===== src/include/pipe_defines.svh =====
// width and size macros for the in-order integer pipeline
`ifndef PIPE_DEFINES_SVH
`define PIPE_DEFINES_SVH

////////////////////
// datapath sizes
////////////////////

// data word width, rv32
`define PIPE_XLEN 32

// architectural integer registers, x0 included
`define PIPE_NREGS 32

// bits needed to name one register
`define PIPE_REG_IDX_W 5

// width of the completed-instruction counter
`define PIPE_RETIRED_W 16

`endif


===== src/logic/isa_pkg.sv =====
// rv32i subset types: opcodes, funct fields, alu operations, error codes
`include "pipe_defines.svh"

package isa_pkg;

    ////////////////////
    // instruction fields
    ////////////////////

    typedef logic [6:0] opcode_t;
    typedef logic [2:0] funct3_t;
    typedef logic [6:0] funct7_t;

    // major opcodes handled by decode
    localparam opcode_t OPC_OP     = 7'b0110011;
    localparam opcode_t OPC_OP_IMM = 7'b0010011;
    localparam opcode_t OPC_LUI    = 7'b0110111;
    localparam opcode_t OPC_SYSTEM = 7'b1110011;

    // funct3 groups, shared by OP and OP-IMM
    localparam funct3_t F3_ADD  = 3'b000;
    localparam funct3_t F3_SLL  = 3'b001;
    localparam funct3_t F3_SLT  = 3'b010;
    localparam funct3_t F3_SLTU = 3'b011;
    localparam funct3_t F3_XOR  = 3'b100;
    localparam funct3_t F3_SR   = 3'b101;
    localparam funct3_t F3_OR   = 3'b110;
    localparam funct3_t F3_AND  = 3'b111;

    // funct7 values, alt selects sub and sra
    localparam funct7_t F7_BASE = 7'b0000000;
    localparam funct7_t F7_ALT  = 7'b0100000;

    // the only SYSTEM word accepted
    localparam logic [`PIPE_XLEN-1:0] WFI_WORD = 32'h1050_0073;

    ////////////////////
    // enums
    ////////////////////

    typedef enum logic [3:0] {
        ALU_ADD, ALU_SUB, ALU_SLL, ALU_SLT, ALU_SLTU, ALU_XOR,
        ALU_SRL, ALU_SRA, ALU_OR, ALU_AND, ALU_PASS_B
    } alu_op_e;

    // also the state of the commit error machine
    typedef enum logic [1:0] {
        NO_ERROR,
        ILLEGAL_INST,
        HALTED_ON_WFI
    } error_code_e;

endpackage


===== src/logic/pipe_pkg.sv =====
// datapath types: word, register index, busy mask, retired count
`include "pipe_defines.svh"

package pipe_pkg;

    ////////////////////
    // datapath types
    ////////////////////

    // operand or result value
    typedef logic [`PIPE_XLEN-1:0] word_t;

    // architectural register number
    typedef logic [`PIPE_REG_IDX_W-1:0] reg_idx_t;

    // one busy flag per register, bit n for xn
    typedef logic [`PIPE_NREGS-1:0] busy_mask_t;

    // completed-instruction count, wraps
    typedef logic [`PIPE_RETIRED_W-1:0] retired_t;

    // hardwired zero register
    localparam reg_idx_t REG_ZERO = '0;

endpackage


===== src/logic/register_file.sv =====
// integer register file, two read ports, one write port, write-through bypass
`timescale 1ns/1ps
`include "pipe_defines.svh"

module register_file (
    input  logic               clock,
    input  logic               rst_n,
    input  pipe_pkg::reg_idx_t rd_idx_a,
    input  pipe_pkg::reg_idx_t rd_idx_b,
    output pipe_pkg::word_t    rd_data_a,
    output pipe_pkg::word_t    rd_data_b,
    input  logic               wr_en,
    input  pipe_pkg::reg_idx_t wr_idx,
    input  pipe_pkg::word_t    wr_data
);

    // storage for x1 .. x31 only
    pipe_pkg::word_t regs [1:`PIPE_NREGS-1];

    // one read port
    // x0 first, then the write in flight, then storage
    function automatic pipe_pkg::word_t read_port(input pipe_pkg::reg_idx_t idx);
        pipe_pkg::word_t value;
        if (idx == pipe_pkg::REG_ZERO) begin
            value = '0;
        end else if (wr_en && wr_idx == idx) begin
            value = wr_data;
        end else begin
            value = regs[idx];
        end
        return value;
    endfunction

    // follows the write port and storage as well as the indices
    always_comb begin
        rd_data_a = read_port(rd_idx_a);
        rd_data_b = read_port(rd_idx_b);
    end

    ////////////////////
    // write port
    ////////////////////

    always_ff @(posedge clock or negedge rst_n) begin
        if (!rst_n) begin
            for (int i = 1; i < `PIPE_NREGS; i++) begin
                regs[i] <= '0;
            end
        end else if (wr_en && wr_idx != pipe_pkg::REG_ZERO) begin
            regs[wr_idx] <= wr_data;
        end
    end

endmodule


===== src/logic/decode_stage.sv =====
// decode, operand read, scoreboard stall, halt latch, decode/execute register
`timescale 1ns/1ps

module decode_stage (
    input  logic                  clock,
    input  logic                  rst_n,
    input  logic                  inst_valid,
    input  pipe_pkg::word_t       inst,
    output logic                  stall,
    output pipe_pkg::reg_idx_t    rf_idx_a,
    output pipe_pkg::reg_idx_t    rf_idx_b,
    input  pipe_pkg::word_t       rf_data_a,
    input  pipe_pkg::word_t       rf_data_b,
    input  logic                  release_en,
    input  pipe_pkg::reg_idx_t    release_idx,
    output logic                  dx_valid,
    output isa_pkg::alu_op_e      dx_alu_op,
    output pipe_pkg::word_t       dx_opa,
    output pipe_pkg::word_t       dx_opb,
    output pipe_pkg::reg_idx_t    dx_rd,
    output logic                  dx_write,
    output isa_pkg::error_code_e  dx_error
);

    // instruction fields
    isa_pkg::opcode_t   opcode;
    isa_pkg::funct3_t   funct3;
    isa_pkg::funct7_t   funct7;
    pipe_pkg::reg_idx_t rd;
    pipe_pkg::reg_idx_t rs1;
    pipe_pkg::reg_idx_t rs2;
    pipe_pkg::word_t    imm_i;
    pipe_pkg::word_t    imm_u;

    // decoded controls
    isa_pkg::alu_op_e     alu_op;
    isa_pkg::error_code_e err;
    pipe_pkg::word_t      opb;
    logic                 use_rs1;
    logic                 use_rs2;
    logic                 writes_rd;

    // scoreboard
    pipe_pkg::busy_mask_t busy_q;
    pipe_pkg::busy_mask_t busy_eff;
    pipe_pkg::busy_mask_t release_mask;
    pipe_pkg::busy_mask_t set_mask;
    logic                 halt_q;
    logic                 take;

    assign opcode = inst[6:0];
    assign rd     = inst[11:7];
    assign funct3 = inst[14:12];
    assign rs1    = inst[19:15];
    assign rs2    = inst[24:20];
    assign funct7 = inst[31:25];
    assign imm_i  = {{20{inst[31]}}, inst[31:20]};
    assign imm_u  = {inst[31:12], 12'b0};

    // ports always read the rs fields
    assign rf_idx_a = rs1;
    assign rf_idx_b = rs2;

    // funct3 to alu op, alt picks sub or sra
    function automatic isa_pkg::alu_op_e alu_sel(input isa_pkg::funct3_t f3, input logic alt);
        isa_pkg::alu_op_e op;
        case (f3)
            isa_pkg::F3_ADD:  op = alt ? isa_pkg::ALU_SUB : isa_pkg::ALU_ADD;
            isa_pkg::F3_SLL:  op = isa_pkg::ALU_SLL;
            isa_pkg::F3_SLT:  op = isa_pkg::ALU_SLT;
            isa_pkg::F3_SLTU: op = isa_pkg::ALU_SLTU;
            isa_pkg::F3_XOR:  op = isa_pkg::ALU_XOR;
            isa_pkg::F3_SR:   op = alt ? isa_pkg::ALU_SRA : isa_pkg::ALU_SRL;
            isa_pkg::F3_OR:   op = isa_pkg::ALU_OR;
            default:          op = isa_pkg::ALU_AND;
        endcase
        return op;
    endfunction

    ////////////////////
    // decode
    ////////////////////

    always_comb begin
        alu_op    = isa_pkg::ALU_ADD;
        opb       = imm_u;
        use_rs1   = 1'b0;
        use_rs2   = 1'b0;
        writes_rd = 1'b0;
        err       = isa_pkg::ILLEGAL_INST;
        case (opcode)
            isa_pkg::OPC_OP: begin
                // alt funct7 only valid with add and shift-right
                if (funct7 == isa_pkg::F7_BASE ||
                    (funct7 == isa_pkg::F7_ALT &&
                     (funct3 == isa_pkg::F3_ADD || funct3 == isa_pkg::F3_SR))) begin
                    alu_op    = alu_sel(funct3, funct7 == isa_pkg::F7_ALT);
                    opb       = rf_data_b;
                    use_rs1   = 1'b1;
                    use_rs2   = 1'b1;
                    writes_rd = 1'b1;
                    err       = isa_pkg::NO_ERROR;
                end
            end
            isa_pkg::OPC_OP_IMM: begin
                // funct7 only matters for the shift immediates
                if ((funct3 != isa_pkg::F3_SLL && funct3 != isa_pkg::F3_SR) ||
                    funct7 == isa_pkg::F7_BASE ||
                    (funct3 == isa_pkg::F3_SR && funct7 == isa_pkg::F7_ALT)) begin
                    alu_op    = alu_sel(funct3,
                                        funct3 == isa_pkg::F3_SR && funct7 == isa_pkg::F7_ALT);
                    opb       = imm_i;
                    use_rs1   = 1'b1;
                    writes_rd = 1'b1;
                    err       = isa_pkg::NO_ERROR;
                end
            end
            isa_pkg::OPC_LUI: begin
                alu_op    = isa_pkg::ALU_PASS_B;
                writes_rd = 1'b1;
                err       = isa_pkg::NO_ERROR;
            end
            isa_pkg::OPC_SYSTEM: begin
                if (inst == isa_pkg::WFI_WORD) begin
                    err = isa_pkg::HALTED_ON_WFI;
                end
            end
            default: begin
            end
        endcase
    end

    ////////////////////
    // scoreboard and stall
    ////////////////////

    // release this cycle frees the register for the offered instruction
    assign release_mask = release_en ? (pipe_pkg::busy_mask_t'(1) << release_idx) : '0;
    assign busy_eff     = busy_q & ~release_mask;

    assign stall = halt_q ||
                   (inst_valid && ((use_rs1 && busy_eff[rs1]) ||
                                   (use_rs2 && busy_eff[rs2]) ||
                                   (writes_rd && busy_eff[rd])));
    assign take  = inst_valid && !stall;

    // bit 0 masked, x0 never busy
    assign set_mask = (take && writes_rd) ?
                      ((pipe_pkg::busy_mask_t'(1) << rd) & ~pipe_pkg::busy_mask_t'(1)) : '0;

    always_ff @(posedge clock or negedge rst_n) begin
        if (!rst_n) begin
            busy_q   <= '0;
            halt_q   <= 1'b0;
            dx_valid <= 1'b0;
        end else begin
            busy_q   <= busy_eff | set_mask;
            dx_valid <= take;
            // sticky until reset
            if (take && err != isa_pkg::NO_ERROR) begin
                halt_q <= 1'b1;
            end
        end
    end

    // decode/execute payload
    always_ff @(posedge clock) begin
        if (take) begin
            dx_alu_op <= alu_op;
            dx_opa    <= rf_data_a;
            dx_opb    <= opb;
            dx_rd     <= rd;
            dx_write  <= writes_rd && rd != pipe_pkg::REG_ZERO;
            dx_error  <= err;
        end
    end

endmodule


===== src/logic/execute_stage.sv =====
// integer alu and the execute/commit register
`timescale 1ns/1ps

module execute_stage (
    input  logic                  clock,
    input  logic                  rst_n,
    input  logic                  dx_valid,
    input  isa_pkg::alu_op_e      dx_alu_op,
    input  pipe_pkg::word_t       dx_opa,
    input  pipe_pkg::word_t       dx_opb,
    input  pipe_pkg::reg_idx_t    dx_rd,
    input  logic                  dx_write,
    input  isa_pkg::error_code_e  dx_error,
    output logic                  xc_valid,
    output pipe_pkg::word_t       xc_result,
    output pipe_pkg::reg_idx_t    xc_rd,
    output logic                  xc_write,
    output isa_pkg::error_code_e  xc_error
);

    pipe_pkg::word_t alu_result;
    logic [4:0]      shamt;

    // shift amount from the low bits of b
    assign shamt = dx_opb[4:0];

    ////////////////////
    // alu
    ////////////////////

    always_comb begin
        case (dx_alu_op)
            isa_pkg::ALU_ADD:  alu_result = dx_opa + dx_opb;
            isa_pkg::ALU_SUB:  alu_result = dx_opa - dx_opb;
            isa_pkg::ALU_SLL:  alu_result = dx_opa << shamt;
            isa_pkg::ALU_SRL:  alu_result = dx_opa >> shamt;
            isa_pkg::ALU_SRA:  alu_result = pipe_pkg::word_t'($signed(dx_opa) >>> shamt);
            isa_pkg::ALU_XOR:  alu_result = dx_opa ^ dx_opb;
            isa_pkg::ALU_OR:   alu_result = dx_opa | dx_opb;
            isa_pkg::ALU_AND:  alu_result = dx_opa & dx_opb;
            // compares give 0 or 1
            isa_pkg::ALU_SLT: begin
                alu_result = pipe_pkg::word_t'($signed(dx_opa) < $signed(dx_opb));
            end
            isa_pkg::ALU_SLTU: begin
                alu_result = pipe_pkg::word_t'(dx_opa < dx_opb);
            end
            // lui, b already holds the upper immediate
            default:           alu_result = dx_opb;
        endcase
    end

    ////////////////////
    // execute/commit register
    ////////////////////

    always_ff @(posedge clock or negedge rst_n) begin
        if (!rst_n) begin
            xc_valid <= 1'b0;
        end else begin
            xc_valid <= dx_valid;
        end
    end

    // result and tags
    always_ff @(posedge clock) begin
        if (dx_valid) begin
            xc_result <= alu_result;
            xc_rd     <= dx_rd;
            xc_write  <= dx_write;
            xc_error  <= dx_error;
        end
    end

endmodule


===== src/logic/commit_stage.sv =====
// commit write outputs, retired counter, error status machine
`timescale 1ns/1ps

module commit_stage (
    input  logic                  clock,
    input  logic                  rst_n,
    input  logic                  xc_valid,
    input  pipe_pkg::word_t       xc_result,
    input  pipe_pkg::reg_idx_t    xc_rd,
    input  logic                  xc_write,
    input  isa_pkg::error_code_e  xc_error,
    output logic                  commit_wr_en,
    output pipe_pkg::reg_idx_t    commit_wr_idx,
    output pipe_pkg::word_t       commit_wr_data,
    output pipe_pkg::retired_t    completed_insts,
    output isa_pkg::error_code_e  error_status
);

    // high in the retire cycle
    logic                 retire_q;
    isa_pkg::error_code_e error_next;

    ////////////////////
    // error fsm
    ////////////////////

    // leaves NO_ERROR once, then holds
    always_comb begin
        error_next = error_status;
        case (error_status)
            isa_pkg::NO_ERROR: begin
                if (xc_valid) begin
                    error_next = xc_error;
                end
            end
            default: begin
            end
        endcase
    end

    always_ff @(posedge clock or negedge rst_n) begin
        if (!rst_n) begin
            commit_wr_en    <= 1'b0;
            retire_q        <= 1'b0;
            completed_insts <= '0;
            error_status    <= isa_pkg::NO_ERROR;
        end else begin
            // x0 writes already dropped by decode
            commit_wr_en    <= xc_valid && xc_write;
            retire_q        <= xc_valid;
            // counts one cycle behind retirement
            completed_insts <= completed_insts + pipe_pkg::retired_t'(retire_q);
            error_status    <= error_next;
        end
    end

    // write payload
    always_ff @(posedge clock) begin
        if (xc_valid && xc_write) begin
            commit_wr_idx  <= xc_rd;
            commit_wr_data <= xc_result;
        end
    end

endmodule


===== src/logic/core_pipeline.sv =====
// core top: decode, execute, commit and the register file
`timescale 1ns/1ps

module core_pipeline (
    input  logic                  clock,
    input  logic                  rst_n,
    input  logic                  inst_valid,
    input  pipe_pkg::word_t       inst,
    output logic                  stall,
    output logic                  commit_wr_en,
    output pipe_pkg::reg_idx_t    commit_wr_idx,
    output pipe_pkg::word_t       commit_wr_data,
    output pipe_pkg::retired_t    completed_insts,
    output isa_pkg::error_code_e  error_status
);

    // register file read side
    pipe_pkg::reg_idx_t   rf_idx_a;
    pipe_pkg::reg_idx_t   rf_idx_b;
    pipe_pkg::word_t      rf_data_a;
    pipe_pkg::word_t      rf_data_b;

    // decode to execute
    logic                 dx_valid;
    isa_pkg::alu_op_e     dx_alu_op;
    pipe_pkg::word_t      dx_opa;
    pipe_pkg::word_t      dx_opb;
    pipe_pkg::reg_idx_t   dx_rd;
    logic                 dx_write;
    isa_pkg::error_code_e dx_error;

    // execute to commit
    logic                 xc_valid;
    pipe_pkg::word_t      xc_result;
    pipe_pkg::reg_idx_t   xc_rd;
    logic                 xc_write;
    isa_pkg::error_code_e xc_error;

    // commit write goes back to the file and the scoreboard
    register_file u_register_file (
        .clock(clock), .rst_n(rst_n),
        .rd_idx_a(rf_idx_a), .rd_idx_b(rf_idx_b),
        .rd_data_a(rf_data_a), .rd_data_b(rf_data_b),
        .wr_en(commit_wr_en), .wr_idx(commit_wr_idx), .wr_data(commit_wr_data)
    );

    decode_stage u_decode_stage (
        .clock(clock), .rst_n(rst_n),
        .inst_valid(inst_valid), .inst(inst), .stall(stall),
        .rf_idx_a(rf_idx_a), .rf_idx_b(rf_idx_b),
        .rf_data_a(rf_data_a), .rf_data_b(rf_data_b),
        .release_en(commit_wr_en), .release_idx(commit_wr_idx),
        .dx_valid(dx_valid), .dx_alu_op(dx_alu_op), .dx_opa(dx_opa), .dx_opb(dx_opb),
        .dx_rd(dx_rd), .dx_write(dx_write), .dx_error(dx_error)
    );

    execute_stage u_execute_stage (
        .clock(clock), .rst_n(rst_n),
        .dx_valid(dx_valid), .dx_alu_op(dx_alu_op), .dx_opa(dx_opa), .dx_opb(dx_opb),
        .dx_rd(dx_rd), .dx_write(dx_write), .dx_error(dx_error),
        .xc_valid(xc_valid), .xc_result(xc_result), .xc_rd(xc_rd),
        .xc_write(xc_write), .xc_error(xc_error)
    );

    commit_stage u_commit_stage (
        .clock(clock), .rst_n(rst_n),
        .xc_valid(xc_valid), .xc_result(xc_result), .xc_rd(xc_rd),
        .xc_write(xc_write), .xc_error(xc_error),
        .commit_wr_en(commit_wr_en), .commit_wr_idx(commit_wr_idx),
        .commit_wr_data(commit_wr_data), .completed_insts(completed_insts),
        .error_status(error_status)
    );

endmodule


===== config.mk =====
export PLATFORM = sky130hd
export DESIGN_NAME = core_pipeline
export DESIGN_NICKNAME = d
export VERILOG_FILES = /design/src/logic/isa_pkg.sv /design/src/logic/pipe_pkg.sv /design/src/logic/register_file.sv /design/src/logic/decode_stage.sv /design/src/logic/execute_stage.sv /design/src/logic/commit_stage.sv /design/src/logic/core_pipeline.sv
export VERILOG_INCLUDE_DIRS = /design/src /design/src/include
export SDC_FILE = /design/constraint.sdc
export NUM_CORES = 2
export LEC_CHECK = 0
export BUFFER_PORTS_ARGS = -buffer_cell sky130_fd_sc_hd__buf_4
export CAP_MARGIN = 20
export CORE_AREA = 3 3 354 356
export CTS_CLUSTER_DIAMETER = 30
export CTS_CLUSTER_SIZE = 40
export DETAILED_ROUTE_END_ITERATION = 10
export DIE_AREA = 0 0 357 359
export PLACE_DENSITY = 0.74
export SYNTH_ARGS = -nofsm -noshare
export SYNTH_HDL_FRONTEND = slang
export SYNTH_SLANG_ARGS = --single-unit

===== constraint.sdc =====
create_clock -name clock -period 6.3 [get_ports clock]
set_input_delay 0.945 -clock clock [delete_from_list [all_inputs] [get_ports clock]]
set_output_delay 0.945 -clock clock [all_outputs]
set_load 0.02 [all_outputs]

==> impl_results.md <==
* Status: complete, no violations
* Row Count at roughly 130
* CP Data Required Time at roughly 5400 ps
* P_leak at 36.4 nW
* Vias at approximately 50,000
* Cts hold-fix bufs at 0
* Nets at about 5,400
* Share of cells above drive strength 1 at 0.439
* Largest net degree at the start of global routing at ~180
* Worst VDD drop at 0.219 mV
* Total track usage at 0.357
* Max-Cap Viols at 0
* Top cells by count, synth: 1,047 x dfrtp_1, 1,009 x mux2_2, 630 x mux4_2
* Util after Layout at 0.674
* Place WS at about 1500 ps
* Die span in y at between 300 and 400 µm
* Yosys warning total at 0
* Seq/Total Area, Yosys at 0.435
* Yosys top cell area share at 0.370
* Final hold vios at 0
* Core ar. at ~0.12 mm²
* Total nets after synthesis at about 5,400
* Global placement routability congestion at approximately 1
* TritonCTS buffer count at about 270
* CTS Root Cell: clkbuf_16
* RR Endpoint: u_decode_stage.dx_opb[29]$_DFFE_PP_
* Worst-path clk slew at roughly 50 ps
* Maximum clock insertion buffer count at 4
* Clk_lat worst skew at roughly 880 ps
* WL per Instance at around 32 µm
* Hold Slack at approximately 190 ps
* Number of library cell types mapped by synthesis at 95
* Post-CTS resize count at 0
* Setup Crit Path Kind: reg2out
* Setup crit end kind: output pin
* Main area contributors after synthesis: dfrtp_1 37%, mux4_2 20%, mux2_2 16%
* Global-route wire length before repair at between 300 and 400 mm
* Initial Util at 0.580
* Crit Reg-Reg Startpoint: u_commit_stage.commit_wr_idx[1]$_DFFE_PP_
* CP Max Fanout at 16
* Cell count after synthesis at about 5,300
* Syn Area/Cell at 13.4 µm²
* Worst-Margin Slew at 1200 ps
* DRT iter0 DRCs at between 7,000 and 8,000
* Placed Area at ~0.073 mm²
* Clock sinks at ~1,200
* Final Instance Count excl. Fillers at 7,099
* Predominant post-synthesis flop cell: dfrtp_1
* Vias in the first global route at 52,000
* Max frequency at between 150 and 200 MHz
* DR vias/cell at roughly 7
* Asr flop ratio synth at 0.873
* Setup slack after layout at slightly above 700 ps
* TritonCTS clock tree: built
* Power density cells at 280 mW/mm²
* Count leader, synth: dfrtp_1
* Clock skew at slightly below 60 ps
* Pre-antenna DRT Iters at 6
* H-tree Lvls at 5
* Area grow syn2layout at 16.2%
* Routed WL at between 200 and 250 mm
* Yosys reg bits at ~1,200
* Flop2flop setup slack at 1480 ps
* Max_slew headroom at 0.200
* Setup repair after global routing missed its margin: false
* FF-to-FF path depth at 11
* Largest area contributor in the netlist: dfrtp_1
* Port bufs at 91
* Tightest Hold Check Type: in2async
* Hpwl dp at ~130 mm
* CP startpoint kind: register
* Post-synth EDFFs at about 150
* WP data arrival at 4640 ps
* Final Total Pwr at between 20 and 25 mW
* Cell Count Post-Placement at ~6,600
* Die Footprint at approximately 0.13 mm²
* DR DRC count at 0
* Tmin final at between 5000 and 6000 ps
* Post-CTS Setup Repair Bufs at 0
* Final instance area at 0.0822 mm²
* Cell area after synthesis at slightly above 0.07 mm²
* Final Max Slew Viols at 0
* Routed Antenna Nets at 0
* Global route total overflow at 0
* Setup TNS at 0 ps
* Die width at around 360 µm
* I/O pin count at ~90
* Final setup fails at 0
* Antenna violations before repair at 4
* Fin crit share at 0.887
==> metal layers <==
metal  up-vias  track usage  wire length [µm]
met1     26400        0.486             86700
met3       791       0.0984             26800
met5         -            0                11
met2      3365        0.534            103000
met4         2        0.173             12200
li1      20400            -                 -
==> worst max-delay path: stages (launching register included) <==
cell	delay, ps
edfxtp_1	580
nand2_1	920
o21ai_0	460
mux4_2	560
a221oi_1	380
a22oi_1	150
a21o_1	210
nand2_2	70
a21o_1	150
a21o_1	150
buf_4	140
==> layout make-up <==
cell class,instances,area (µm²)
repair buffers,226,1990
clock inverters,111,1470
inverters,102,383
well taps,1625,2030
flip-flops and latches,1200,30800
clock buffers,361,7750
multi-input cells,3472,37800
diodes,2,5.00
fillers,8244,39800
==> cell families after synthesis <==
| kind of cell | after synthesis | synth area share |
|---|---|---|
| DFF | 1200 | 0.435 |
| buffers and inverters | 622 | 0.0345 |
| muxes | 1816 | 0.386 |
| xor gates and xnor gates | 34 | 0.00421 |
| and+or+nand+nor | 743 | 0.0488 |
| adders and majority gates | 101 | 0.0181 |
| AOI/OAI and AO/OA | 778 | 0.0731 |
==> worst max path at each step <==
| stage | slack, ps | startpoint | end | depth (start not counted) |
|---|---|---|---|---|
| after floorplan | 1040 | inst[15] | u_decode_stage.dx_alu_op[0]$_SDFFCE_PN0P_ | 11 |
| after global placement | 1460 | inst[20] | u_decode_stage.dx_opb[21]$_DFFE_PP_ | 12 |
| after detailed placement | 1510 | inst[20] | u_decode_stage.dx_opb[22]$_DFFE_PP_ | 12 |
| after CTS | 730 | u_commit_stage.commit_wr_idx[1]$_DFFE_PP_ | stall | 10 |
| after global routing | 580 | u_commit_stage.commit_wr_idx[1]$_DFFE_PP_ | stall | 10 |
| final | 710 | u_commit_stage.commit_wr_idx[1]$_DFFE_PP_ | stall | 10 |
==> registers in the layout, summed over array words and instances (netlist names), 2 cells and up <==
| name | flops |
|---|---|
| u_decode_stage.busy_q | 32 |
| u_execute_stage.xc_error | 2 |
| u_decode_stage.dx_opa | 32 |
| u_commit_stage.commit_wr_data | 32 |
| u_commit_stage.error_status | 2 |
| u_register_file.regs | 992 |
| u_commit_stage.completed_insts | 16 |
| u_decode_stage.dx_alu_op | 4 |
| u_execute_stage.xc_result | 32 |
| u_execute_stage.xc_rd | 5 |
| u_decode_stage.dx_error | 2 |
| u_decode_stage.dx_opb | 32 |
| u_commit_stage.commit_wr_idx | 5 |
| u_decode_stage.dx_rd | 5 |
==> cells in the final DEF (no fill, tap or decap), types with 34 or more instances in the layout <==
master / synthesis / layout
inv_1: 96 / 95
nor3_1: 35 / 34
clkinv_2: 0 / 34
buf_4: 8 / 201
ha_1: 99 / 99
o21ai_0: 194 / 192
mux2_2: 1009 / 1009
mux4_2: 630 / 630
clkbuf_1: 368 / 42
nor2_1: 276 / 253
mux2i_1: 176 / 176
nand2_1: 225 / 219
nand3_1: 35 / 35
a21oi_1: 220 / 219
clkbuf_16: 0 / 284
dfrtp_1: 1047 / 1046
edfxtp_1: 153 / 153
clkbuf_8: 0 / 35
==> power by group <==
| group | switching (mW) | total, mW | internal, mW |
|---|---|---|---|
| Clock | 4.39 | 14.2 | 9.84 |
| Sequential | 0.0260 | 7.91 | 7.89 |
| Combinational | 0.556 | 0.852 | 0.297 |
| Total | 4.98 | 23.0 | 18.0 |
Power figures use the tool's default switching activity.
